==> src/cnn_pkg.sv <==
// CNN conv package: widths, kernel geometry, pixel window type and engine loader states
`default_nettype none

package cnn_pkg;

    // Pixel and weight widths
    localparam int PIX_BITS = 8;
    localparam int WT_BITS  = 8;

    // Kernel geometry, square 3x3
    localparam int KSIZE    = 3;
    localparam int NUM_TAPS = KSIZE * KSIZE;

    // One engine per output channel
    localparam int NUM_ENGINES = 2;

    // Weight address = channel * NUM_TAPS + row * KSIZE + col
    localparam int WT_ADDR_BITS = 5;

    // Signed accumulator, holds nine 17-bit products
    localparam int ACC_BITS = 20;

    // Window in tap order, tap 0 is the oldest row, leftmost column
    typedef logic [NUM_TAPS-1:0][PIX_BITS-1:0] pix_window_t;

    // Weight loader states
    typedef enum logic [1:0] {
        ENG_IDLE,
        ENG_REQ,
        ENG_WAIT
    } engine_state_e;

endpackage

`default_nettype wire

==> src/weight_ram.sv <==
// Weight RAM: shared kernel storage, host write port and one registered read port
`timescale 1ns/100ps
`default_nettype none

module weight_ram
    import cnn_pkg::*;
(
    input  logic                      clock_i,
    input  logic                      rst_i,
    // Host write port
    input  logic                      we_i,
    input  logic [WT_ADDR_BITS-1:0]   waddr_i,
    input  logic signed [WT_BITS-1:0] wdata_i,
    // Arbitrated read port
    input  logic [WT_ADDR_BITS-1:0]   raddr_i,
    output logic signed [WT_BITS-1:0] rdata_o
);

    // Nine taps per channel
    localparam int WT_DEPTH = NUM_ENGINES * NUM_TAPS;

    logic signed [WT_BITS-1:0] mem [WT_DEPTH];

    // Writes outside the kernel area are dropped
    always_ff @(posedge clock_i) begin
        if (we_i && (waddr_i < WT_ADDR_BITS'(WT_DEPTH))) begin
            mem[waddr_i] <= wdata_i;
        end
    end

    // Registered read, data one cycle after the address
    always_ff @(posedge clock_i) begin
        if (rst_i) begin
            rdata_o <= '0;
        end else if (raddr_i < WT_ADDR_BITS'(WT_DEPTH)) begin
            rdata_o <= mem[raddr_i];
        end else begin
            rdata_o <= '0;
        end
    end

endmodule

`default_nettype wire
==> config.mk <==
export PLATFORM = sky130hd
export DESIGN_NAME = weight_ram
export DESIGN_NICKNAME = d
export VERILOG_FILES = /design/src/cnn_pkg.sv /design/src/weight_ram.sv
export SDC_FILE = /design/constraint.sdc
export NUM_CORES = 1
export LEC_CHECK = 0
export ABC_CLOCK_PERIOD_IN_PS = 2800
export BUFFER_PORTS_ARGS = -buffer_cell sky130_fd_sc_hd__clkbuf_2
export CORE_MARGIN = 2
export CORE_UTILIZATION = 25
export CTS_CLUSTER_DIAMETER = 120
export DETAILED_ROUTE_END_ITERATION = 8
export GPL_ROUTABILITY_DRIVEN = 0
export PLACE_DENSITY = 0.39
export SLEW_MARGIN = 5
export SYNTH_ARGS = -nofsm -noshare
export SYNTH_HDL_FRONTEND = slang
export SYNTH_SLANG_ARGS = --single-unit
==> constraint.sdc <==
create_clock -name clock_i -period 2.8 [get_ports clock_i]
set_input_delay 0.42 -clock clock_i [delete_from_list [all_inputs] [get_ports clock_i]]
set_output_delay 0.42 -clock clock_i [all_outputs]
set_load 0.02 [all_outputs]
[Yosys cells after proc, flatten, opt, wreduce, memory -nomap -nowiden]
Memories as Yosys holds them, arrays and structs flattened. A register that Yosys moved wholly into a read port is not among the register bits.
Index checks and enable logic that the tools add are counted.
Widths: inputs -> output; s select.
Cells by class
  bitwise gates (word level): 1
  mux-type cells: 2
  reductions and logical operators: 2
  order comparisons: 2
Operator list (number)
  $lt 5x5->1 const B: 2
  $mux 1: 2
  $reduce_or 2->1: 1
  $logic_and 1x1->1: 1
  $not 1->1: 1
Storage, ports and cells
  output and inout bits: 8
  bits in registers: 0
  logic and storage cells: 8
  bits in writable memories: 144
  memories: 1
Memories
  mem: depth 18, bits a word 8, read ports 1, clocked after memory_dff 1, wr ports 1, RTL line weight_ram.sv:22  | logic signed [WT_BITS-1:0] mem [WT_DEPTH];

[Longest topological paths before layout]
  depth in word-level cells: 4
  depth in mapped cells: 7
  gate-level depth less buffers: 4

[Worst setup path after synthesis]
No wires, ideal clock.
  kind: input-to-reg
  from: input raddr_i[0]
  to: register rdata_o[0], read port of mem
  path buffers: 3
  cell stages on the path: 6
  path slack: 0.995 ns
  setup time: 0.123 ns
  arrival time: 1.681 ns
  required time: 2.677 ns
  cells stage by stage: buf_4 buf_4 buf_4 mux4_2 mux2i_1 a21oi_1
On the way
  word-level cells in the longest chain between the ends: 3
Ends and longest elaborated chain
  start, declared: RTL line weight_ram.sv:15  | input logic [WT_ADDR_BITS-1:0] raddr_i,
  $lt 5x5->1: RTL line weight_ram.sv:35  | end else if (raddr_i < WT_ADDR_BITS'(WT_DEPTH)) begin
  $not 1->1 (no source line)
  $reduce_or 2->1 (no source line)
  end, declared: RTL line weight_ram.sv:16  | output logic signed [WT_BITS-1:0] rdata_o
Several ways; a longest one is shown, not always the timed one.

[Final worst setup path]
  from: input raddr_i[3]
  to: register rdata_o[7], read port of mem
The elaborated chain is that of the path after synthesis.

==> impl_metrics.csv <==
group,metric,value,unit
placed_design,place_ws,404.3,ps
status,outcome,"completed",
timing,final.setup_skew,5.830,ps
pwr,p_seq_frac,0.485,
synthesis,syn_inst,290,
placed_design,hpwl,8386,µm
pwr,pwr-share-comb,0.047,
die,core_area,23330,µm²
timing,min_period_over_period,0.6727,
global_routing,grt_pass1_vias,2995,
timing,fin_ws,916.5,ps
critical_path,start_kind,"primary input",
pwr,internal_power,4.190,mW
cells_and_area,multi_input_area,1297,µm²
flow_run,cap_violations,0,
timing,hold_ws,409.8,ps
critical_path,worstPathRequired,3150,ps
clock_tree,cts_buffers,17,
critical_path,timing.rr.end,"rdata_o[2]",
synthesis,synth_seq_cells,152,
timing,rsz0062_at_grt,"no",
timing,relSlewSlack,0.4653,
die,die_h,157.6,µm
timing,finalHoldViolations,0,
clock_tree,clock_latency,420,ps
detailed_routing,via_per_inst,4.137,
timing,tns,0,ps
global_routing,grt.total_usage,0.1115,
clock_tree,post_cts.repair.setup_buffers,0,
pwr,fin_total_pwr,5.209,mW
clock_tree,root_buffer,"clkbuf_16",
critical_path,r2r_cells,4,
clock_tree,clockBufferDepth,2,
detailed_routing,drcViolationCount,0,
critical_path,regToRegSetupSlack,1270,ps
placed_design,port-buffer-count,28,
timing,max_freq,0.5309,GHz
synthesis,ys_types,27,
synthesis,syn_avg_cell_area,20.33,µm²
min_path,hold_path_class,"in2reg",
pwr,clockPowerShare,0.468,
critical_path,cp-end-kind,"register",
clock_tree,clk_pin_slew_worst_paths,60,ps
cells_and_area,final_util,0.3065,
min_path,whs_endpoint,"rdata_o[2]",
min_path,hp-start,"raddr_i[1]",
clock_tree,cts_resized,0,
pwr,power.leakage,2.397,nW
detailed_routing,dr.pass1.iters,6,
synthesis,synth_nets,311,
timing,report.final.slew_viol_count,0,
clock_tree,cts_hold_buf,0,
pwr,power_density,728.5,nW/µm²
pwr,ir_worst_vdd,0.3342,mV
critical_path,path_class,"in2reg",
clock_tree,cts_max_level,4,
die,rows,56,
die,die_w,157.6,µm
clock_tree,cts_tree,"built",
global_routing,grt_first_pass_wirelength,19230,µm
cells_and_area,drive_gt1_frac,0.3278,
die,dieArea,24830,µm²
timing,period_needed,1884,ps
global_routing,grt_start_max_net_pins,26,
timing,tightest_slew,802.1,ps
pwr,swShare,0.1957,
critical_path,worstReg2RegStart,"mem[13][2]",
cells_and_area,area_growth,21.29,%
clock_tree,cts_sinks,152,
cells_and_area,fill_cells,2276,
detailed_routing,antenna_left,0,
detailed_routing,avgRoutedWirePerCell,18.64,µm
synthesis,yosysWarnings,0,
pwr,p_switching,1.019,mW
synthesis,syn_area,5896,µm²
detailed_routing,vias,2809,
cells_and_area,seq_area,4484,µm²
critical_path,worstPathMaxFanout,25,
synthesis,yosysSeqAreaShare,0.7606,
cells_and_area,nets,370,
min_path,min_path_cells,3,
detailed_routing,drt_iter0_markers,169,
critical_path,crit_arrival,2240,ps
cells_and_area,antenna_cells,0,
global_routing,antenna_found_initial,0,
detailed_routing,routed_wl,12660,µm
die,start_util,0.2527,
timing,setup_viol,0,
die,ios,29,
global_routing,grt_overflow,0,
logic make-up (layout without fill, tap and decap cells):
kind of cell    after synthesis  in the layout  share of synthesized area
mux                          59             59                     0.1607
flops                       152            152                     0.7606
compound gates               21             21                    0.02526
buf+inv                      15             85                    0.01931
simple gates                 43             43                    0.03417
layout make-up:
| cell class | count | share of cell area |
|---|---|---|
| inverter | 1 | 0.0005249 |
| clock buffer | 18 | 0.06002 |
| sequential | 152 | 0.6271 |
| clock inverter | 12 | 0.02817 |
| multi-input combinational | 123 | 0.1815 |
| timing repair buffer | 54 | 0.04689 |
| tap | 319 | 0.05582 |
power by group through the flow:
stage / registers (mW) / logic (mW) / clock network [mW]
global placement: 2.57 / 0.250 / 0
floorplan: 2.58 / 0.141 / 0
CTS: 2.53 / 0.253 / 2.49
detailed placement: 2.58 / 0.253 / 0
finish: 2.53 / 0.244 / 2.44
global route: 2.53 / 0.270 / 2.59
flip-flops by register name (all words and copies together) (netlist names):
name,flops
mem,144
rdata_o,8
metal layers:
layer | part of all wire | up-vias | track usage
met4 | 0.012 | 0 | 0.04156
met1 | 0.47 | 1456 | 0.1482
met3 | 0.036 | 13 | 0.03194
li1 | - | 1299 | -
met2 | 0.48 | 41 | 0.1732
met5 | 0 | - | 0
per-stage QoR:
stage	cells	instance area [µm²]
2_1_floorplan	290	5896
3_3_place_gp	649	6520
3_5_place_dp	649	6520
4_1_cts	679	7151
5_1_grt	679	7151
6_report	679	7151
placed cells by master, fill, tap and decap left out, drive strengths merged, types with 2 or more instances in the layout:
| cell | count |
|---|---|
| nand2 | 11 |
| edfxtp | 144 |
| nand3 | 2 |
| dfxtp | 8 |
| buf | 26 |
| clkinv | 4 |
| mux2 | 5 |
| a221o | 7 |
| mux4 | 28 |
| nand2b | 2 |
| inv | 2 |
| bufinv | 5 |
| a21oi | 11 |
| clkbuf | 46 |
| nor3 | 6 |
| clkinvlp | 2 |
| mux2i | 26 |
| nand3b | 2 |
| nor2 | 16 |
| nor2b | 2 |
Yosys cell counts:
| cell type | instances | area [µm²] |
|---|---|---|
| buf_2 | 3 | 15.01 |
| nor2_1 | 16 | 60.06 |
| a21oi_1 | 11 | 55.05 |
| nand3b_1 | 2 | 15.01 |
| clkbuf_1 | 3 | 11.26 |
| buf_6 | 1 | 11.26 |
| buf_12 | 1 | 20.02 |
| mux4_2 | 28 | 630.6 |
| a211oi_1 | 1 | 7.510 |
| inv_1 | 1 | 3.750 |
| a221o_1 | 7 | 70.07 |
| mux2i_1 | 26 | 260.3 |
| nor3_1 | 5 | 25.02 |
| nor3_2 | 1 | 10.01 |
| or2_2 | 1 | 6.260 |
| nand3_1 | 2 | 10.01 |
| buf_8 | 1 | 15.01 |
| nand2b_1 | 2 | 12.51 |
| buf_4 | 5 | 37.54 |
| a221oi_1 | 1 | 8.760 |
| dfxtp_1 | 8 | 160.2 |
| and3b_1 | 1 | 8.760 |
| nor2b_1 | 2 | 12.51 |
| o21bai_1 | 1 | 7.510 |
| nand2_1 | 11 | 41.29 |
| mux2_2 | 5 | 56.30 |
| edfxtp_1 | 144 | 4324 |
how the worst max path moves through the flow:
stage / cells past startpoint / slack [ps] / start / endpoint
2_1_floorplan: 6 / 1000 / raddr_i[0] / rdata_o[0]
3_3_place_gp: 5 / 430 / raddr_i[3] / rdata_o[7]
3_5_place_dp: 5 / 400 / raddr_i[3] / rdata_o[7]
4_1_cts: 5 / 860 / raddr_i[3] / rdata_o[7]
5_1_grt: 5 / 780 / raddr_i[3] / rdata_o[5]
6_report: 5 / 920 / raddr_i[3] / rdata_o[7]
critical path, cell delays in order:
cell	delay (ps)
clkbuf_2	550
mux2i_1	230
mux4_2	510
a221o_1	390
a21oi_1	120
No activity file was read; power rests on OpenSTA's default activity.
