--- src/cnn_pkg.sv ---
// CNN conv package: widths, kernel geometry, pixel window type and engine loader states
`default_nettype none

package cnn_pkg;

    // Pixel and weight widths
    localparam int PIX_BITS = 8;
    localparam int WT_BITS  = 8;

    // Kernel geometry, square 3x3
    localparam int KSIZE    = 3;
    localparam int NUM_TAPS = KSIZE * KSIZE;

    // One engine per output channel
    localparam int NUM_ENGINES = 2;

    // Weight address = channel * NUM_TAPS + row * KSIZE + col
    localparam int WT_ADDR_BITS = 5;

    // Signed accumulator, holds nine 17-bit products
    localparam int ACC_BITS = 20;

    // Window in tap order, tap 0 is the oldest row, leftmost column
    typedef logic [NUM_TAPS-1:0][PIX_BITS-1:0] pix_window_t;

    // Weight loader states
    typedef enum logic [1:0] {
        ENG_IDLE,
        ENG_REQ,
        ENG_WAIT
    } engine_state_e;

endpackage

`default_nettype wire

--- src/weight_bus_if.sv ---
// Weight read bus between one conv engine and the shared weight memory arbiter
`timescale 1ns/100ps
`default_nettype none

interface weight_bus_if
    import cnn_pkg::*;
();

    // Request side, addr held while req is high
    logic                      req;
    logic [WT_ADDR_BITS-1:0]   addr;

    // Grant and return side
    logic                      gnt;
    logic signed [WT_BITS-1:0] rdata;
    // One cycle after gnt
    logic                      rvalid;

    modport requester (
        output req,
        output addr,
        input  gnt,
        input  rdata,
        input  rvalid
    );

    modport arbiter (
        input  req,
        input  addr,
        output gnt,
        output rdata,
        output rvalid
    );

endinterface

`default_nettype wire

--- src/conv_engine.sv ---
// Conv engine: weight loader FSM and two-stage MAC with ReLU, shift and saturation
`timescale 1ns/100ps
`default_nettype none

module conv_engine
    import cnn_pkg::*;
#(
    parameter int CHANNEL = 0,
    parameter int Q_SHIFT = 4
) (
    input  logic                clock_i,
    input  logic                rst_i,
    // Weight load control
    input  logic                load_i,
    output logic                busy_o,
    weight_bus_if.requester     bus,
    // Window stream from the line buffer
    input  pix_window_t         window_i,
    input  logic                window_valid_i,
    // Activation output
    output logic [PIX_BITS-1:0] result_o,
    output logic                result_valid_o
);

    // Unsigned pixel times signed weight
    localparam int PROD_BITS = PIX_BITS + WT_BITS + 1;
    localparam int TAP_BITS  = $clog2(NUM_TAPS);
    localparam int BASE_ADDR = CHANNEL * NUM_TAPS;

    engine_state_e               state_q;
    logic [TAP_BITS-1:0]         tap_q;
    logic signed [WT_BITS-1:0]   weight_q [NUM_TAPS];

    logic signed [PROD_BITS-1:0] prod_q [NUM_TAPS];
    logic                        prod_valid_q;
    logic signed [ACC_BITS-1:0]  acc;
    logic signed [ACC_BITS-1:0]  acc_shifted;
    logic [PIX_BITS-1:0]         act;
    logic [PIX_BITS-1:0]         result_q;
    logic                        result_valid_q;

    // Request the current tap at this channel's base
    assign bus.req  = (state_q == ENG_REQ);
    assign bus.addr = WT_ADDR_BITS'(BASE_ADDR) + WT_ADDR_BITS'(tap_q);
    assign busy_o   = (state_q != ENG_IDLE);

    // Loader, one tap per grant and return
    always_ff @(posedge clock_i) begin
        if (rst_i) begin
            state_q <= ENG_IDLE;
            tap_q   <= '0;
        end else begin
            case (state_q)
                ENG_IDLE: begin
                    if (load_i) begin
                        state_q <= ENG_REQ;
                        tap_q   <= '0;
                    end
                end
                ENG_REQ: begin
                    // Served this cycle, data next cycle
                    if (bus.gnt) begin
                        state_q <= ENG_WAIT;
                    end
                end
                ENG_WAIT: begin
                    if (bus.rvalid) begin
                        if (tap_q == TAP_BITS'(NUM_TAPS - 1)) begin
                            state_q <= ENG_IDLE;
                        end else begin
                            tap_q   <= tap_q + 1'b1;
                            state_q <= ENG_REQ;
                        end
                    end
                end
                default: state_q <= ENG_IDLE;
            endcase
        end
    end

    // Local kernel copy
    always_ff @(posedge clock_i) begin
        if ((state_q == ENG_WAIT) && bus.rvalid) begin
            weight_q[tap_q] <= bus.rdata;
        end
    end

    // Stage 1, nine signed products
    always_ff @(posedge clock_i) begin
        for (int t = 0; t < NUM_TAPS; t++) begin
            prod_q[t] <= $signed({1'b0, window_i[t]}) * weight_q[t];
        end
    end

    // Adder tree feeding stage 2
    always_comb begin
        acc = '0;
        for (int t = 0; t < NUM_TAPS; t++) begin
            acc = acc + prod_q[t];
        end
    end

    // ReLU, fixed-point shift, clamp to 255
    assign acc_shifted = acc >>> Q_SHIFT;
    always_comb begin
        if (acc[ACC_BITS-1]) begin
            act = '0;
        end else if (|acc_shifted[ACC_BITS-1:PIX_BITS]) begin
            act = '1;
        end else begin
            act = acc_shifted[PIX_BITS-1:0];
        end
    end

    // Stage 2 result register
    always_ff @(posedge clock_i) begin
        result_q <= act;
    end

    // Valid follows the two stages
    always_ff @(posedge clock_i) begin
        if (rst_i) begin
            prod_valid_q   <= 1'b0;
            result_valid_q <= 1'b0;
        end else begin
            prod_valid_q   <= window_valid_i;
            result_valid_q <= prod_valid_q;
        end
    end

    assign result_o       = result_q;
    assign result_valid_o = result_valid_q;

endmodule

`default_nettype wire

--- src/flat_wrapper.sv ---
// flat-port wrapper written by rule: the top's interface ports become plain ports
module conv_engine_flat import cnn_pkg::*;
#(
    parameter int CHANNEL = 0,
    parameter int Q_SHIFT = 4
)
  (clock_i, rst_i, load_i, busy_o, window_i, window_valid_i, result_o, result_valid_o, bus_req, bus_addr, bus_gnt, bus_rdata, bus_rvalid);
  weight_bus_if bus_i ();
  input  logic clock_i;
  input  logic rst_i;
  input  logic load_i;
  output logic busy_o;
  input  pix_window_t window_i;
  input  logic window_valid_i;
  output logic [PIX_BITS-1:0] result_o;
  output logic result_valid_o;
  output wire logic [$bits(bus_i.req)-1:0] bus_req;
  output wire logic [$bits(bus_i.addr)-1:0] bus_addr;
  input wire logic [$bits(bus_i.gnt)-1:0] bus_gnt;
  input wire logic [$bits(bus_i.rdata)-1:0] bus_rdata;
  input wire logic [$bits(bus_i.rvalid)-1:0] bus_rvalid;
  assign bus_req = bus_i.req;
  assign bus_addr = bus_i.addr;
  assign bus_i.gnt = bus_gnt;
  assign bus_i.rdata = bus_rdata;
  assign bus_i.rvalid = bus_rvalid;
  conv_engine #(.CHANNEL(CHANNEL), .Q_SHIFT(Q_SHIFT)) u_core (.clock_i(clock_i), .rst_i(rst_i), .load_i(load_i), .busy_o(busy_o), .bus(bus_i), .window_i(window_i), .window_valid_i(window_valid_i), .result_o(result_o), .result_valid_o(result_valid_o));
endmodule
--- config.mk ---
export PLATFORM = sky130hd
export DESIGN_NAME = conv_engine_flat
export DESIGN_NICKNAME = d
export VERILOG_FILES = /design/src/cnn_pkg.sv /design/src/weight_bus_if.sv /design/src/conv_engine.sv /design/src/flat_wrapper.sv
export SDC_FILE = /design/constraint.sdc
export NUM_CORES = 2
export LEC_CHECK = 0
export BUFFER_PORTS_ARGS = -buffer_cell sky130_fd_sc_hd__buf_2
export CORE_UTILIZATION = 40
export CTS_BUF_LIST = sky130_fd_sc_hd__clkbuf_2
export DETAILED_ROUTE_END_ITERATION = 8
export MAX_ROUTING_LAYER = met4
export PLACE_DENSITY_LB_ADDON = 0.1
export SYNTH_ARGS = -nofsm -noshare
export SYNTH_HDL_FRONTEND = slang
export SYNTH_SLANG_ARGS = --single-unit
--- constraint.sdc ---
create_clock -name clock_i -period 6.9 [get_ports clock_i]
set_input_delay 0.69 -clock clock_i [delete_from_list [all_inputs] [get_ports clock_i]]
set_output_delay 0.69 -clock clock_i [all_outputs]
set_load 0.01 [all_outputs]
**Yosys cells after proc, flatten, opt, wreduce, memory -nomap -nowiden**

Memories as Yosys holds them, arrays and structs flattened.
Cells that the tools add are included.

- Output and inout bits: 16
- Word-level logic and storage cells: 51
- Latch bits: 0
- Bits in writable memories: 225
- Register bits: 16
- Bits in read-only memories: 0
- Memories kept: 2
- Input port bits: 86

- Reductions and logical operators: 7
- Bitwise gates (word level): 0
- $add $sub $neg: 9
- Muxes and demuxes: 12
- Equality and inequality tests: 7
- Shift operators: 0
- Multipliers: 9
- Magnitude comparators: 0
- Div/mod/pow operators: 0

Memories:

| name | depth | width | read ports | clocked after memory_dff | wr ports | RTL line | text |
|---|---|---|---|---|---|---|---|
| u_core.prod_q | 9 | 17 | 9 | 0 | 9 | conv_engine.sv:34 | `logic signed [PROD_BITS-1:0] prod_q [NUM_TAPS];` |
| u_core.weight_q | 9 | 8 | 9 | 0 | 1 | conv_engine.sv:32 | `logic signed [WT_BITS-1:0] weight_q [NUM_TAPS];` |

Operator list:

| operator | number |
|---|---|
| multiplier 9 x 8 -> 17 bit | 9 |
| adder 20 x 17 -> 20 bit | 6 |
| adder 18 x 17 -> 19 bit | 1 |
| adder 17 x 17 -> 18 bit | 1 |
| 2-to-1 mux 4 bit | 3 |
| 2-to-1 mux 8 bit | 1 |
| case mux 4 bit (2 select lines) | 1 |
| OR reduction 8 bit | 1 |
| 2-to-1 mux 2 bit | 3 |
| inequality test 2 bit (second input constant) | 3 |
| case mux 2 bit (3 select lines) | 1 |
| adder 4 x 1 -> 4 bit (second input constant) | 1 |
| == test 4 bit (second input constant) | 1 |
| AND reduction 4 bit | 1 |
| nonzero test 2 bit | 2 |
| 2-to-1 mux 1 bit | 3 |
| AND reduction 3 bit | 1 |
| == test 2 x 1 -> 1 bit (second input constant) | 1 |
| == test 2 bit (second input constant) | 1 |
| zero test 2 bit | 1 |
| inequality test 2 x 1 -> 1 bit (second input constant) | 1 |
| logical AND 1 bit | 1 |

**Longest topological paths before layout**

An unclocked memory read counts as a cell.

- Depth in word-level cells: 11
- Depth in mapped cells: 26
- Mapped depth without buffers: 26

**Worst setup path before layout**

No wires, ideal clock.

- Path type: reg2reg
- Start point: memory u_core.prod_q[0][1] (netlist name)
- End point: register u_core.result_q[0] (netlist: u_core.result_o[0])
- Setup time: 139 ps
- Period minus slack after synthesis: 6,528 ps
- Data arrival time: 6,389 ps
- Slack: 372 ps
- Path buffers: 0
- Stages on the path, launching flop included: 26
- Required time: 6,761 ps
- Cell sequence: dfxtp_1 > fa_1 > ha_1 > fa_1 > a21oi_1 > o21bai_1 > a21oi_1 > o21ai_0 > a21boi_0 > a31oi_1 > xor2_1 > fa_1 > inv_1 > fa_1 > fa_1 > fa_1 > inv_1 > ha_1 > a21o_1 > a21oi_2 > xnor2_1 > or3_4 > a2111oi_4 > nor3_2 > a211oi_4 > a31oi_1

RTL lines:

| element | RTL line | text |
|---|---|---|
| start: declaration | conv_engine.sv:34 |  |
| end signal: assignment | conv_engine.sv:117 | `result_q <= act;` |
| end: declaration | conv_engine.sv:39 | `logic [PIX_BITS-1:0] result_q;` |

==> metrics <==
status=complete, no violations; Final Instance Area=31900 sq um; met3 wire length=2.08 mm; CTS tree=built; startpoint types=flip-flop; fin crit share=94.9%; Fmax achieved=153 MHz; cts bufs inserted=68; Synth area leader=fa_1; total iterations of the first detailed-routing run=5; Mapped Nets=3911; CP max stage delay=490 ps; # rows=98; main area contributors after synthesis=fa_1 30%, ha_1 18%, dfxtp_1 12%; Clock Tree Buf Depth=3; DIE WIDTH=272 um; Top cell by count, worst path=fa_1; post-synth design cell area=29300 sq um; dpl ws=-171 ps; Rel. slew slack=40.2%; sequential cell area fraction in the yosys report=19.0%; antenna viol nets, final=0; Hold Path Depth=1; H-Tree Depth=3; count of state elements after synthesis=241; Via Count=19900; die area=74200 sq um; Clk pin slew, worst setup/hold paths=100 ps; Layout area overhead=8.93%; Fin. Hold Viols=0; Final GP Congestion=0.857; share of cells above drive strength 1=7.87%; placed cell areas=31000 sq um; most used flip-flop cell after synthesis=dfxtp_1; 1st-iter DRT viols=825; number of global-route vias before repair=21700; Worst-Margin Slew=893 ps; DRC=0; die height=272 um; WP buf/inv=2; Critical Path Sink Type=flip-flop; Clock Tree Root=clkbuf_2; family with the most delay on the worst path=adder cells; Ys Warns=0; post-synthesis cell type count=65; EDFF count, synth=72; highest metal used=met4; Layout Utilization=44.3%; r2r worst-path depth=25; Synth async-reset ratio=0%; Worst Setup Path Type=flip-flop to flip-flop; core box area=72000 sq um; wire length on met1=33.4 mm; WL met2=33.6 mm; Mean Syn Cell Area=9.89 sq um; Cells after Synth=2958; HP Class=input pin to flip-flop; io pins=102; initial core utilization=40.7%; overall global routing resource usage=20.9%; Wirelength per Cell=17.1 um; NumNets Final=4101; placed cells=4011; post-synth top area share=30.1%; pin count of the biggest net entering global routing=12; Slew Viols, Final=0; hpwl dp=58.6 mm; buffers added on ports=100; Fin Clk Skew=99.8 ps; clk sinks=241; fin cells=4153; largest fanout on the critical path=8; Setup Viol. Count Final=0; Tmin final=6550 ps; first-pass GRT wire length=117 mm; Max-Cap Viols=0; CP max stage cell=fa_1; Overflow after GRT=0; initial antenna violation count=11; CP Depth=25; Post-Route WL=70.9 mm; Vias per Instance=4.80; CP Data Arrival Time=7350 ps; worst skew pair latency=1030 ps; final worst slack=352 ps; CP required=7700 ps
## synthesized netlist by cell type, types with 12 or more instances
| cell type | n |
|---|---|
| ha_1 | 427 |
| nor2b_1 | 26 |
| or2_2 | 12 |
| nor3_1 | 30 |
| a21oi_1 | 51 |
| a21o_1 | 16 |
| o21ai_0 | 45 |
| xor2_1 | 22 |
| inv_1 | 635 |
| fa_1 | 440 |
| nor2_1 | 122 |
| nand3_1 | 17 |
| nand2b_1 | 62 |
| and2_1 | 327 |
| a21boi_0 | 18 |
| edfxtp_1 | 72 |
| dfxtp_1 | 169 |
| xnor2_1 | 104 |
| a31oi_1 | 19 |
| nand2_1 | 231 |
## layout by cell type, fill, tap and decap left out, drive strengths merged, types with 17 or more instances in the layout
| master | netlist | routed |
|---|---|---|
| a21boi | 18 | 18 |
| a21oi | 53 | 53 |
| a31oi | 19 | 19 |
| and2 | 327 | 327 |
| buf | 1 | 105 |
| clkbuf | 0 | 88 |
| clkinv | 0 | 28 |
| dfxtp | 169 | 169 |
| edfxtp | 72 | 72 |
| fa | 440 | 440 |
| ha | 427 | 427 |
| inv | 635 | 637 |
| nand2 | 231 | 231 |
| nand2b | 62 | 62 |
| nand3 | 17 | 17 |
| nor2 | 122 | 122 |
| nor2b | 26 | 26 |
| nor3 | 31 | 31 |
| o21ai | 47 | 47 |
| xnor2 | 104 | 104 |
| xor2 | 22 | 22 |
## path summary, 6_finish.rpt
check	from	to	slack, ps
hold / removal	bus_rdata[2]	u_core.weight_q[6][2]$_DFFE_PP_	170
setup / recovery	u_core.prod_q[0][1]$_DFF_P_	u_core.result_o[7]$_SDFF_PP0_	350
setup reg to reg	u_core.prod_q[0][1]$_DFF_P_	u_core.result_o[7]$_SDFF_PP0_	350
hold reg to reg	u_core.prod_valid_q$_SDFF_PP0_	u_core.result_valid_o$_SDFF_PP0_	450
## area by class of cell
class,instances,area [sq um]
Antenna cell,2,5.00
Clock buffer,88,440
Clock inverter,35,201
Fill cell,7027,40100
Inverter,635,2380
Multi-Input combinational cell,2081,21400
Sequential cell,241,5550
Tap cell,950,1190
Timing Repair Buffer,121,698
## cells by family (layout without fill, tap and decap cells)
| kind of cell | count (synthesis) | after routing | synth area share (%) |
|---|---|---|---|
| other | 1 | 3 | 0.0128 |
| XOR/XNOR | 126 | 126 | 3.77 |
| buffers and inverters | 636 | 879 | 8.17 |
| flip-flops | 241 | 241 | 19.0 |
| AND/OR/NAND/NOR | 856 | 856 | 15.2 |
| AO/OA/AOI/OAI | 229 | 229 | 5.46 |
| multiplexers | 2 | 2 | 0.0812 |
| adder cells (fa/ha/maj) | 867 | 867 | 48.4 |
## state kept, by name, indices dropped and copies added, names as in the netlist
signal and cells:
u_core.result_o 8, u_core.prod_q 153, u_core.state_q 2, u_core.tap_q 4, u_core.weight_q 72, u_core.prod_valid_q 1
u_core.result_valid_o 1
## repair_timing
item	CTS	global route
hold buffers	16	0
gates resized for setup	6	13
cloned	0	0
hold endpoints to repair	22	0
buffers inserted	1	0
setup endpoints to repair	8	8
pin swaps	4	13
## layer usage
metal | vias up | GRT usage [%]
li1 | 9623 | -
met1 | 9905 | 27.5
met2 | 296 | 33.7
met3 | 90 | 2.21
met4 | 0 | 6.61
met5 | - | -
## through the flow
| step | TNS [ps] | hold WS (ps) |
|---|---|---|
| floorplan | 0 | 414 |
| global placement | -342 | 418 |
| global route | -31.7 | 90.7 |
| detailed placement | -1220 | 435 |
| finish | 0 | 175 |
| CTS | 0 | 13.0 |
Power is left out: the tool's default activity adds up to more than one toggle a clock period on the data nets, which glitch-free logic cannot reach.
