==> config.mk <==
export PLATFORM = sky130hd
export DESIGN_NAME = line_buffer
export DESIGN_NICKNAME = d
export VERILOG_FILES = /design/src/cnn_pkg.sv /design/src/line_buffer.sv
export SDC_FILE = /design/constraint.sdc
export NUM_CORES = 1
export LEC_CHECK = 0
export BUFFER_PORTS_ARGS = -buffer_cell sky130_fd_sc_hd__buf_4
export CORE_ASPECT_RATIO = 1.4
export CORE_UTILIZATION = 29
export DETAILED_ROUTE_END_ITERATION = 7
export GPL_TIMING_DRIVEN = 0
export MAX_ROUTING_LAYER = met4
export PLACE_DENSITY_LB_ADDON = 0.25
export SYNTH_ARGS = -nofsm -noshare
export SYNTH_HDL_FRONTEND = slang
export SYNTH_SLANG_ARGS = --single-unit
==> constraint.sdc <==
create_clock -name clock_i -period 7.8 [get_ports clock_i]
set_input_delay 0.78 -clock clock_i [delete_from_list [all_inputs] [get_ports clock_i]]
set_output_delay 0.78 -clock clock_i [all_outputs]
set_load 0.01 [all_outputs]
==> src/cnn_pkg.sv <==
// CNN conv package: widths, kernel geometry, pixel window type and engine loader states
`default_nettype none

package cnn_pkg;

    // Pixel and weight widths
    localparam int PIX_BITS = 8;
    localparam int WT_BITS  = 8;

    // Kernel geometry, square 3x3
    localparam int KSIZE    = 3;
    localparam int NUM_TAPS = KSIZE * KSIZE;

    // One engine per output channel
    localparam int NUM_ENGINES = 2;

    // Weight address = channel * NUM_TAPS + row * KSIZE + col
    localparam int WT_ADDR_BITS = 5;

    // Signed accumulator, holds nine 17-bit products
    localparam int ACC_BITS = 20;

    // Window in tap order, tap 0 is the oldest row, leftmost column
    typedef logic [NUM_TAPS-1:0][PIX_BITS-1:0] pix_window_t;

    // Weight loader states
    typedef enum logic [1:0] {
        ENG_IDLE,
        ENG_REQ,
        ENG_WAIT
    } engine_state_e;

endpackage

`default_nettype wire

==> src/line_buffer.sv <==
// Line buffer: two row memories and a sliding 3x3 window with window-complete strobe
`timescale 1ns/100ps
`default_nettype none

module line_buffer
    import cnn_pkg::*;
#(
    parameter int IMG_WIDTH  = 8,
    parameter int IMG_HEIGHT = 6
) (
    input  logic                clock_i,
    input  logic                rst_i,
    // Raster pixel stream
    input  logic [PIX_BITS-1:0] pix_i,
    input  logic                pix_valid_i,
    // Current window and its strobe
    output pix_window_t         window_o,
    output logic                window_valid_o
);

    localparam int COL_BITS = (IMG_WIDTH > 1) ? $clog2(IMG_WIDTH) : 1;
    localparam int ROW_BITS = (IMG_HEIGHT > 1) ? $clog2(IMG_HEIGHT) : 1;

    // Row memories, old holds two rows back, prev one row back
    logic [PIX_BITS-1:0] row_old  [IMG_WIDTH];
    logic [PIX_BITS-1:0] row_prev [IMG_WIDTH];

    logic [COL_BITS-1:0] col_q;
    logic [ROW_BITS-1:0] row_q;
    pix_window_t         window_q;
    logic                window_valid_q;
    logic                window_done;

    // Bottom-right corner of a full 3x3 region
    assign window_done = (col_q >= COL_BITS'(KSIZE - 1)) &&
                         (row_q >= ROW_BITS'(KSIZE - 1));

    // Raster position, wraps at the end of the frame
    always_ff @(posedge clock_i) begin
        if (rst_i) begin
            col_q          <= '0;
            row_q          <= '0;
            window_valid_q <= 1'b0;
        end else begin
            window_valid_q <= pix_valid_i && window_done;
            if (pix_valid_i) begin
                if (col_q == COL_BITS'(IMG_WIDTH - 1)) begin
                    col_q <= '0;
                    if (row_q == ROW_BITS'(IMG_HEIGHT - 1)) begin
                        row_q <= '0;
                    end else begin
                        row_q <= row_q + 1'b1;
                    end
                end else begin
                    col_q <= col_q + 1'b1;
                end
            end
        end
    end

    // Column moves up through the row memories
    always_ff @(posedge clock_i) begin
        if (pix_valid_i) begin
            row_old[col_q]  <= row_prev[col_q];
            row_prev[col_q] <= pix_i;
        end
    end

    // Window shifts left, new column enters at the right
    always_ff @(posedge clock_i) begin
        if (pix_valid_i) begin
            for (int r = 0; r < KSIZE; r++) begin
                for (int c = 0; c < KSIZE - 1; c++) begin
                    window_q[r*KSIZE + c] <= window_q[r*KSIZE + c + 1];
                end
            end
            window_q[KSIZE - 1]           <= row_old[col_q];
            window_q[2*KSIZE - 1]         <= row_prev[col_q];
            window_q[NUM_TAPS - 1]        <= pix_i;
        end
    end

    assign window_o       = window_q;
    assign window_valid_o = window_valid_q;

endmodule

`default_nettype wire

---- Yosys cells after proc, flatten, opt, wreduce, memory -nomap -nowiden ----
Memories as Yosys holds them, arrays and structs flattened. A register that Yosys moved wholly into a read port is not among the register bits.
Cells that the tools add are included.
storage, ports and cells
  memories ................................ 2
  bits in registers ....................... 71
  logic and storage cells ................. 28
  ROM bits ................................ 0
  output and inout bits ................... 73
  RAM bits ................................ 128
  latch bits .............................. 0
memory list
  name      depth  bits a word  read ports  clocked after memory_dff  wr ports  RTL line           RTL
  row_old   8      8            1           1                         1         line_buffer.sv:25  logic [PIX_BITS-1:0] row_old [IMG_WIDTH];
  row_prev  8      8            1           1                         1         line_buffer.sv:26  logic [PIX_BITS-1:0] row_prev [IMG_WIDTH];
cells by class
  reductions and logical operators ........ 3
  div/mod/pow operators ................... 0
  multiply operators ...................... 0
  bitwise gates (word level) .............. 0
  order comparisons ....................... 2
  muxes and demuxes ....................... 6
  add/subtract/negate cells ............... 2
  eq/ne operators ......................... 2
  shifts and indexed selects .............. 0
operator list
  cell                   number
  $mux W3                4
  $add A3 B1 Y3 const B  2
  $eq A3 B3 Y1 const B   2
  $ge A3 B2 Y1 const B   2
  $logic_and A1 B1 Y1    2
  $mux W1                2
  $reduce_and A2 Y1      1

---- Longest topological paths before layout ----
Gate-level depths: netlist (run 1).
  depth in word-level cells ............... 4
  mapped depth ............................ 8
  mapped depth without buffers ............ 5

---- Least setup slack after synthesis (run 1) ----
OpenSTA, ideal clock, no wires.
  path type ............................... input to register
  start ................................... input pix_valid_i
  end ..................................... memory row_old[0][0] (enable)
  stages .................................. 3
  data arrival time ....................... 2198 ps
  path buffers ............................ 1
  data required time ...................... 7391 ps
  path slack .............................. 5193 ps
  cell sequence ........................... buf_2 > nand2b_1 > nor3_1
between the ends
  cells in the longest elaborated chain, start to end .. 2
ends and longest elaborated chain
  item                           RTL line           RTL
  start: declaration             line_buffer.sv:15  input logic pix_valid_i,
  $mux W1                        line_buffer.sv:63  if (pix_valid_i) begin
  $mux W1 (not written as such)  line_buffer.sv:64  row_old[col_q] <= row_prev[col_q];
  end: declaration               line_buffer.sv:25
No other way between the ends.

---- Worst setup path in the final report (run 1) ----
  start ................................... input pix_valid_i
  end ..................................... memory row_old[1][5] (enable)
Same word-level chain as after synthesis.

==> results.sh, run 1 <==
export IMPL_synth_top_cells_by_count="edfxtp_1, nand2_1, mux4_1, nor2_1, mux2_2"
export IMPL_drtPass1Iterations=4
export IMPL_area_leader_netlist="edfxtp_1"
export IMPL_fp_dieH_um=192.2
export IMPL_cpMaxStageDelayCell="buf_4"
export IMPL_number_of_enable_type_register_cells_in_the_synthesized_netlist=200
export IMPL_top_level_ports=84
export IMPL_area_growth_syn_to_layout_pct=26.03
export IMPL_area_sequential_mm2=0.006206
export IMPL_cts_htree_levels=1
export IMPL_cts_max_path_buffers=3
export IMPL_final_period_utilization_pct=36.61
export IMPL_grt_pass1_wl_mm=20.58
export IMPL_crit_path_max_fo=73
export IMPL_dpl_worst_slack_ns=4.371
export IMPL_postCtsHoldBufs=0
export IMPL_synth_lib_cells_used_distinct=30
export IMPL_worst_setup_path_type="input pin to flop"
export IMPL_critical_path_max_stage_delay_ns=0.71
export IMPL_vdd_drop_max_uv=148.3
export IMPL_timing_final_crit_period_ns=2.856
export IMPL_postLayoutCoreUtil_pct=37.21
export IMPL_fp_coreArea_mm2=0.02538
export IMPL_grt_overflow_total=0
export IMPL_synthesis_area_per_instance_um2=22.31
export IMPL_grt_busiest_layer="met2"
export IMPL_diodes=0
export IMPL_critical_path_cell_by_cell="buf_4 > buf_2 > nand2_1 > nor3_2 > buf_6"
export IMPL_count_of_fill_cells_added_during_filler_insertion=2358
export IMPL_row_count=69
export IMPL_cts_inserted_buffers=22
export IMPL_clock_latency_of_the_later_clocked_register_in_the_worst_skew_pair_ns=0.50
export IMPL_grtUsageMet3_pct=1.900
export IMPL_power_leakage_nw=3.270
export IMPL_cap_viol_max_count=0
export IMPL_synth_most_common_cell="edfxtp_1"
export IMPL_remaining_drc_errors=0
export IMPL_finalSetupViolCount=0
export IMPL_die_width_um=137.9
export IMPL_seq_area_frac_synth_pct=82.80
export IMPL_global_route_usage_total_pct=10.72
export IMPL_timing_critical_path_from_type="input pin"
export IMPL_timing_critical_path_to_type="flop"
export IMPL_num_vias=3493
export IMPL_synthesis_nets=350
export IMPL_placement_cell_area_mm2=0.008678
export IMPL_power_density_mw_per_mm2=271.4
export IMPL_number_of_antenna_violations_at_the_first_check_in_global_routing=0
export IMPL_final_cell_area_mm2=0.009445
export IMPL_critical_path_arrival_ns=3.04
export IMPL_max_slew_worst_pin_slew_ns=0.9841
export IMPL_number_of_instances_resized_during_post_cts_repair=0
export IMPL_globalRouteMet1Util_pct=12.12
export IMPL_max_slew_violation_total_from_the_final_report=0
export IMPL_min_path_type="flop to flop"
export IMPL_grt_start_max_net_pins=74
export IMPL_grt_pass1_vias=3631
export IMPL_yosysWarningCount=0
export IMPL_fin_ws_ns=4.944
export IMPL_syn_area_mm2=0.007495
export IMPL_status="finished, final reports clean"
export IMPL_multiInputGateArea_mm2=0.001219
export IMPL_final_nets=466
export IMPL_post_synth_main_area_contributors="edfxtp_1, mux4_1, mux4_2, dfxtp_1, mux2_2"
export IMPL_cts_root_buf="clkbuf_16"
export IMPL_drtIter0Drc=195
export IMPL_setup_total_negative_slack_ns=0
export IMPL_tritoncts="built"
export IMPL_place_hpwl_mm=8.657
export IMPL_avgRoutedWirePerCell_um=17.33
export IMPL_dominantRegCellSynth="edfxtp_1"
export IMPL_final_hold_violation_count=0
export IMPL_clkSinkCount=210
export IMPL_ys_seq_elements=210
export IMPL_post_synth_inst_count=336
export IMPL_place_congestion=0.7512
export IMPL_clock_skew_ns=0.01608
export IMPL_wl_mm=13.64
export IMPL_global_route_usage_met2_pct=18.58
export IMPL_vias_per_cell=4.438
export IMPL_max_clock_freq_mhz=350.2
export IMPL_cp_required_ns=7.99
export IMPL_port_buffer_count=83
export IMPL_postCtsSetupRepairBufs=0
export IMPL_die_area_mm2=0.02650
export IMPL_max_slew_margin_pct=34.39
export IMPL_drive_above_1_share_pct=35.90
export IMPL_floorplan_initialDensity_pct=29.53
export IMPL_ant_nets=0
export IMPL_grt_setup_unrepaired="false"
export IMPL_async_reset_ff_share_pct=0
export IMPL_post_synth_top_area_fraction_pct=80.13
export IMPL_clkSlewWorstSetupHoldPaths_ns=0.06
-- layout make-up --
type,instances,share of cell area [%]
well taps,319,4.226
repair buffers,92,8.041
plain buffers,14,0.9273
clock inverters,9,1.391
inverters,2,0.07948
multi-input cells,110,12.90
clock buffers,31,6.729
flip-flops and latches,210,65.70
-- metrics by stage --
stage	cells	total power [mW]	hold slack [ns]
3_3_place_gp	738	1.500	0.4285
5_1_grt	787	2.653	0.4537
2_1_floorplan	336	1.418	0.4384
3_5_place_dp	747	1.510	0.4328
6_report	787	2.564	0.4482
4_1_cts	787	2.599	0.4484
-- power by group --
group	leakage [nW]	total (mW)	internal, mW	switching (mW)
clock	0.371	1.08	0.670	0.414
combinational	0.949	0.165	0.0764	0.0888
sequential	1.95	1.32	1.30	0.0156
total	3.27	2.56	2.05	0.518
-- worst paths after layout --
check	from	to	slack, ns	cells past startpoint
setup reg to reg	col_q[0]	row_old[1][5]	5.22	6
hold reg to reg	window_o[18]	window_o[10]	0.45	0
setup / recovery	pix_valid_i	row_old[1][5]	4.94	5
hold / removal	window_o[18]	window_o[10]	0.45	0
-- critical path, delay by kind of cell --
kind | cells | cell delay [ns]
buffers and inverters | 3 | 1.33
and+or+nand+nor | 2 | 0.88
-- cell families after synthesis --
kind of cell / share of synthesized area, %
AO/OA/AOI/OAI: 1.319
XOR/XNOR: 0.1169
adder cells (fa/ha/maj): 0.5009
buffers and inverters: 1.269
flip-flops: 82.80
multiplexers: 11.17
AND/OR/NAND/NOR: 2.821
-- sequential cells by signal (all words and copies together) (netlist names), named ones only --
| signal | count |
|---|---|
| col_q | 3 |
| row_old | 64 |
| row_q | 3 |
| row_prev | 64 |
| window_o | 72 |
| window_valid_o | 1 |
-- cell usage in the layout, fill, tap and decap left out, types with 9 or more instances in the layout --
cell type and n:
buf_4 83, mux4_2 11, nand2_1 20, dfxtp_1 10, clkbuf_16 23, nor2_1 9
mux2_2 12, edfxtp_1 200, buf_2 9, mux4_1 15
-- routing by layer --
layer / share of wire [%] / vias up
met5: 0 / -
met3: 4.7 / 21
met4: 2.7 / 0
li1: - / 1598
met1: 39 / 1786
met2: 53 / 88
No activity file was read; power rests on OpenSTA's default activity.
==> inputs of run 2 (changes only) <==
Clock period 7.8 ns to 2.3 ns, I/O delays scaled along.
==> run 2 against run 1 <==
  * Wire length is 0.87% higher
  * Clock skew is 0.0086 ns lower
  * Register-to-register slack worse by 5.1 ns
  * Critical path type is now flop to flop
==> results.sh, run 2 (synthesized netlist as in run 1, its figures left out) <==
export IMPL_fin_ws_ns=0.1353
export IMPL_diodes=0
export IMPL_grt_setup_unrepaired="false"
export IMPL_fin_worst_hold_slack_ns=0.2813
export IMPL_r2r_start="col_q[0]"
export IMPL_critical_path_cell_by_cell="buf_2 > buf_2 > buf_2 > nand2_1 > nor3_4 > buf_8"
export IMPL_drtIter0Drc=216
export IMPL_max_clock_freq_mhz=462.0
export IMPL_cts_inserted_buffers=22
export IMPL_top_level_ports=84
export IMPL_remaining_drc_errors=0
export IMPL_ant_nets=0
export IMPL_timing_critical_path_to_type="flop"
export IMPL_wl_mm=13.76
export IMPL_final_period_utilization_pct=94.12
export IMPL_critical_path_arrival_ns=2.36
export IMPL_fp_dieH_um=192.2
export IMPL_power_clock_fraction_pct=39.7
export IMPL_power_net_switching_mw=1.735
export IMPL_switching_share_pct=20.75
export IMPL_die_width_um=137.9
export IMPL_avgRoutedWirePerCell_um=17.17
export IMPL_worst_setup_path_type="flop to flop"
export IMPL_worst_setup_path_startpoint="col_q[0]"
export IMPL_worst_r2r_endpoint="row_old[1][4]"
export IMPL_cp_required_ns=2.50
export IMPL_row_count=69
export IMPL_num_vias=3576
export IMPL_cts_htree_levels=1
export IMPL_max_slew_margin_pct=51.34
export IMPL_worst_r2r_cell_count=6
export IMPL_floorplan_initialDensity_pct=29.53
export IMPL_status="finished, final reports clean"
export IMPL_clock_latency_of_the_later_clocked_register_in_the_worst_skew_pair_ns=0.49
export IMPL_cpMaxStageDelayCell="dfxtp_1"
export IMPL_grt_pass1_wl_mm=20.78
export IMPL_grt_start_max_net_pins=74
export IMPL_leading_cell_type_in_the_layout_fill_and_taps_excluded="edfxtp_1"
export IMPL_max_slew_violation_total_from_the_final_report=0
export IMPL_number_of_flip_flops_under_the_largest_register_name=72
export IMPL_tritoncts="built"
export IMPL_count_of_fill_cells_added_during_filler_insertion=2349
export IMPL_crit_path_max_fo=10
export IMPL_intPower_mw=6.625
export IMPL_cap_viol_max_count=0
export IMPL_hold_path_startpoint="pix_valid_i"
export IMPL_cp_num_buf_inv=4
export IMPL_timing_critical_path_to="row_old[1][4]"
export IMPL_min_path_type="input pin to flop"
export IMPL_grt_overflow_total=0
export IMPL_cp_common_cell="buf_2"
export IMPL_fp_coreArea_mm2=0.02538
export IMPL_grt_pass1_vias=3610
export IMPL_cp_delay_by_family_top="buffers and inverters"
export IMPL_fin_total_pwr_mw=8.360
export IMPL_max_slew_worst_pin_slew_ns=0.7300
export IMPL_timing_final_crit_period_ns=2.165
export IMPL_power_share_sequential_pct=53.4
export IMPL_drtPass1Iterations=4
export IMPL_clock_skew_ns=0.007449
export IMPL_dpl_worst_slack_ns=-0.4555
export IMPL_finalSetupViolCount=0
export IMPL_rrSetupSlack_ns=0.14
export IMPL_vias_per_cell=4.464
export IMPL_area_growth_syn_to_layout_pct=27.30
export IMPL_cts_max_path_buffers=3
export IMPL_leading_cell_types_in_the_layout_fill_and_taps_excluded="edfxtp_1, buf_4, clkbuf_16"
export IMPL_critical_path_max_stage_delay_ns=0.33
export IMPL_clkSlewWorstSetupHoldPaths_ns=0.06
export IMPL_postLayoutCoreUtil_pct=37.59
export IMPL_global_route_usage_total_pct=10.77
export IMPL_final_hold_violation_count=0
export IMPL_number_of_antenna_violations_at_the_first_check_in_global_routing=0
export IMPL_drive_above_1_share_pct=35.06
export IMPL_critical_path_depth=6
export IMPL_power_leakage_nw=3.289
export IMPL_vdd_drop_max_uv=458.1
export IMPL_place_hpwl_mm=8.573
export IMPL_combPwrFrac_pct=7.0
export IMPL_final_nets=480
export IMPL_timing_critical_path_from_type="flop"
export IMPL_cts_root_buf="clkbuf_16"
export IMPL_clkSinkCount=210
export IMPL_die_area_mm2=0.02650
export IMPL_power_density_mw_per_mm2=876.2
export IMPL_port_buffer_count=83
export IMPL_place_congestion=0.7560
==> run 2: cell type report <==
cell class	count	area (um2)	share of cell area [%]
plain buffers	14	88.84	0.9311
clock buffers	30	601.8	6.308
clock inverters	10	73.82	0.7738
inverters	2	7.507	0.07869
multi-input cells	110	1256	13.17
flip-flops and latches	210	6206	65.05
well taps	319	399.1	4.184
repair buffers	106	907.1	9.508
==> run 2: what timing repair did <==
item	in CTS	in global routing
pin swaps	0	2
setup buffers	1	5
endpoints found under the hold margin	82	0
resized for setup	2	5
endpoints found under the setup margin	59	56
hold buffers	9	0
==> run 2: worst min path at each step <==
stage	end	slack, ns	cells after the start
2_1_floorplan	row_q[2]	0.30	1
6_report	window_o[9]	0.28	1
3_5_place_dp	window_o[29]	0.43	0
5_1_grt	window_o[1]	0.31	1
3_3_place_gp	window_o[25]	0.43	0
4_1_cts	window_o[29]	0.44	0
==> run 2: metal layers <==
layer	GRT usage, %	vias up	share of wire (%)
met2	18.71	89	53
met5	-	-	0
li1	-	1624	-
met1	12.43	1844	41
met4	3.470	0	1.7
met3	1.953	19	4.7
==> run 2: power by group through the flow <==
stage	clock, mW	sequential (mW)	combinational [mW]
final	3.32	4.46	0.582
after global routing	3.56	4.48	0.638
after CTS	3.42	4.46	0.596
after detailed placement	0	4.55	0.576
after global placement	0	4.54	0.550
after floorplan	0	4.59	0.224
==> run 2: through the flow <==
stage | TNS, ns | cell area, um2 | cells
after floorplan | 0 | 7505 | 336
after global placement | -125.74 | 8527 | 738
after detailed placement | -39.88 | 8675 | 746
after CTS | -2.991 | 9467 | 796
after global routing | 0 | 9540 | 801
final | 0 | 9540 | 801
==> inputs of run 3 (changes only) <==
Clock period 2.3 ns to 2 ns, I/O delays scaled along.
==> run 3 against run 2 <==
  * First-iteration DRC count is 2.3% higher
  * Clock skew hardly changed
  * Combinational power is 16% higher
  * Largest cell class unchanged
  * Critical endpoint unchanged
  * Critical path type unchanged
  * Largest power group unchanged
  * Register-to-register slack worse by 0.03 ns
==> results.sh, run 3 (synthesized netlist as in run 1, its figures left out) <==
export IMPL_power_leakage_nw=3.310
export IMPL_final_cell_area_mm2=0.009602
export IMPL_drtPass1Iterations=4
export IMPL_finalSetupViolCount=0
export IMPL_clock_skew_ns=0.007909
export IMPL_leading_cell_types_in_the_layout_fill_and_taps_excluded="edfxtp_1, buf_4, clkbuf_16"
export IMPL_final_hold_violation_count=0
export IMPL_place_congestion=0.7560
export IMPL_final_period_utilization_pct=94.77
export IMPL_remaining_drc_errors=0
export IMPL_area_growth_syn_to_layout_pct=28.11
export IMPL_fp_coreArea_mm2=0.02538
export IMPL_cp_required_ns=2.20
export IMPL_number_of_antenna_violations_at_the_first_check_in_global_routing=0
export IMPL_grt_pass1_wl_mm=21.02
export IMPL_grt_setup_unrepaired="false"
export IMPL_fin_ws_ns=0.1046
export IMPL_place_hpwl_mm=8.573
export IMPL_clkSlewWorstSetupHoldPaths_ns=0.06
export IMPL_die_width_um=137.9
export IMPL_status="finished, final reports clean"
export IMPL_vdd_drop_max_uv=527.1
export IMPL_clock_latency_of_the_later_clocked_register_in_the_worst_skew_pair_ns=0.49
export IMPL_grt_start_max_net_pins=74
export IMPL_cap_viol_max_count=0
export IMPL_max_slew_margin_pct=51.40
export IMPL_timing_final_crit_period_ns=1.895
export IMPL_grt_overflow_total=0
export IMPL_top_level_ports=84
export IMPL_clkSinkCount=210
export IMPL_grt_pass1_vias=3695
export IMPL_min_path_type="input pin to flop"
export IMPL_wl_mm=13.74
export IMPL_cts_root_buf="clkbuf_16"
export IMPL_diodes=0
export IMPL_dpl_worst_slack_ns=-0.7255
export IMPL_timing_critical_path_from_type="flop"
export IMPL_placement_cell_area_mm2=0.008675
export IMPL_cts_inserted_buffers=22
export IMPL_row_count=69
export IMPL_fp_dieH_um=192.2
export IMPL_leading_cell_type_in_the_layout_fill_and_taps_excluded="edfxtp_1"
export IMPL_count_of_fill_cells_added_during_filler_insertion=2336
export IMPL_die_area_mm2=0.02650
export IMPL_max_slew_violation_total_from_the_final_report=0
export IMPL_max_clock_freq_mhz=527.6
export IMPL_avgRoutedWirePerCell_um=17.10
export IMPL_power_density_mw_per_mm2=1003
export IMPL_ant_nets=0
export IMPL_drtIter0Drc=221
export IMPL_timing_critical_path_to_type="flop"
export IMPL_max_slew_worst_pin_slew_ns=0.7291
export IMPL_crit_path_max_fo=10
export IMPL_port_buffer_count=83
export IMPL_number_of_flip_flops_under_the_largest_register_name=72
export IMPL_drive_above_1_share_pct=35.74
export IMPL_cts_max_path_buffers=3
export IMPL_fin_worst_hold_slack_ns=0.2416
export IMPL_num_vias=3547
export IMPL_worst_setup_path_type="flop to flop"
export IMPL_tritoncts="built"
export IMPL_floorplan_initialDensity_pct=29.53
export IMPL_global_route_usage_total_pct=10.89
export IMPL_cts_htree_levels=1
export IMPL_vias_per_cell=4.417
export IMPL_critical_path_arrival_ns=2.10
export IMPL_final_nets=482
## run 3: worst max-delay path, stage by stage (launching register included)
cell and delay [ns]:
dfxtp_1 0.34, buf_4 0.20, buf_2 0.24, buf_4 0.21, nand2_2 0.17, nor3_4 0.25
buf_8 0.19
## run 3: what timing repair did
| action | 4_1_cts | 5_1_grt |
|---|---|---|
| gates resized for setup | 12 | 1 |
| setup buffers | 9 | 0 |
| pin swaps | 7 | 1 |
| hold buffers | 9 | 0 |
| setup endpoints to repair | 170 | 41 |
| cloned | 0 | 0 |
| hold endpoints to repair | 82 | 0 |
## run 3: final timing paths
path	startpoint	end	slack (ns)	cells after the start
worst max register to register	col_q[0]	row_old[1][4]	0.10	6
worst min register to register	window_o[37]	window_o[29]	0.44	0
worst min-delay path	pix_valid_i	window_o[9]	0.24	1
worst max-delay path	col_q[0]	row_old[1][4]	0.10	6
## run 3: cell type report
type                    instances  area, um2  area share (%)
repair buffers                109      954.7           9.943
multi-input cells             110       1264           13.16
flip-flops and latches        210       6206           64.63
plain buffers                  13      95.09          0.9904
inverters                       2      7.507         0.07819
clock buffers                  30      601.8           6.268
well taps                     319      399.1           4.157
clock inverters                10      73.82          0.7688
## run 3: metrics by stage
step                      cells  power [mW]  TNS, ns  utilization [%]
final                       803       9.629        0            37.83
after global routing        803       9.996        0            37.83
after CTS                   803       9.770        0            37.82
after detailed placement    746       5.889   -75.03            34.18
after global placement      738       5.849  -160.37            33.59
after floorplan             336       5.533   -10.01                -
## run 3: layer usage
layer / global-route usage [%] / up-vias / part of all wire [%]
li1: - / 1629 / -
met1: 12.36 / 1822 / 40
met2: 18.98 / 76 / 53
met3: 2.006 / 20 / 4.6
met4: 3.846 / 0 / 2.1
met5: - / - / 0
## run 3: report_power, final
part	switching (mW)	total (mW)	internal (mW)
logic	0.353	0.677	0.325
registers	0.0654	5.13	5.07
clock network	1.58	3.82	2.24
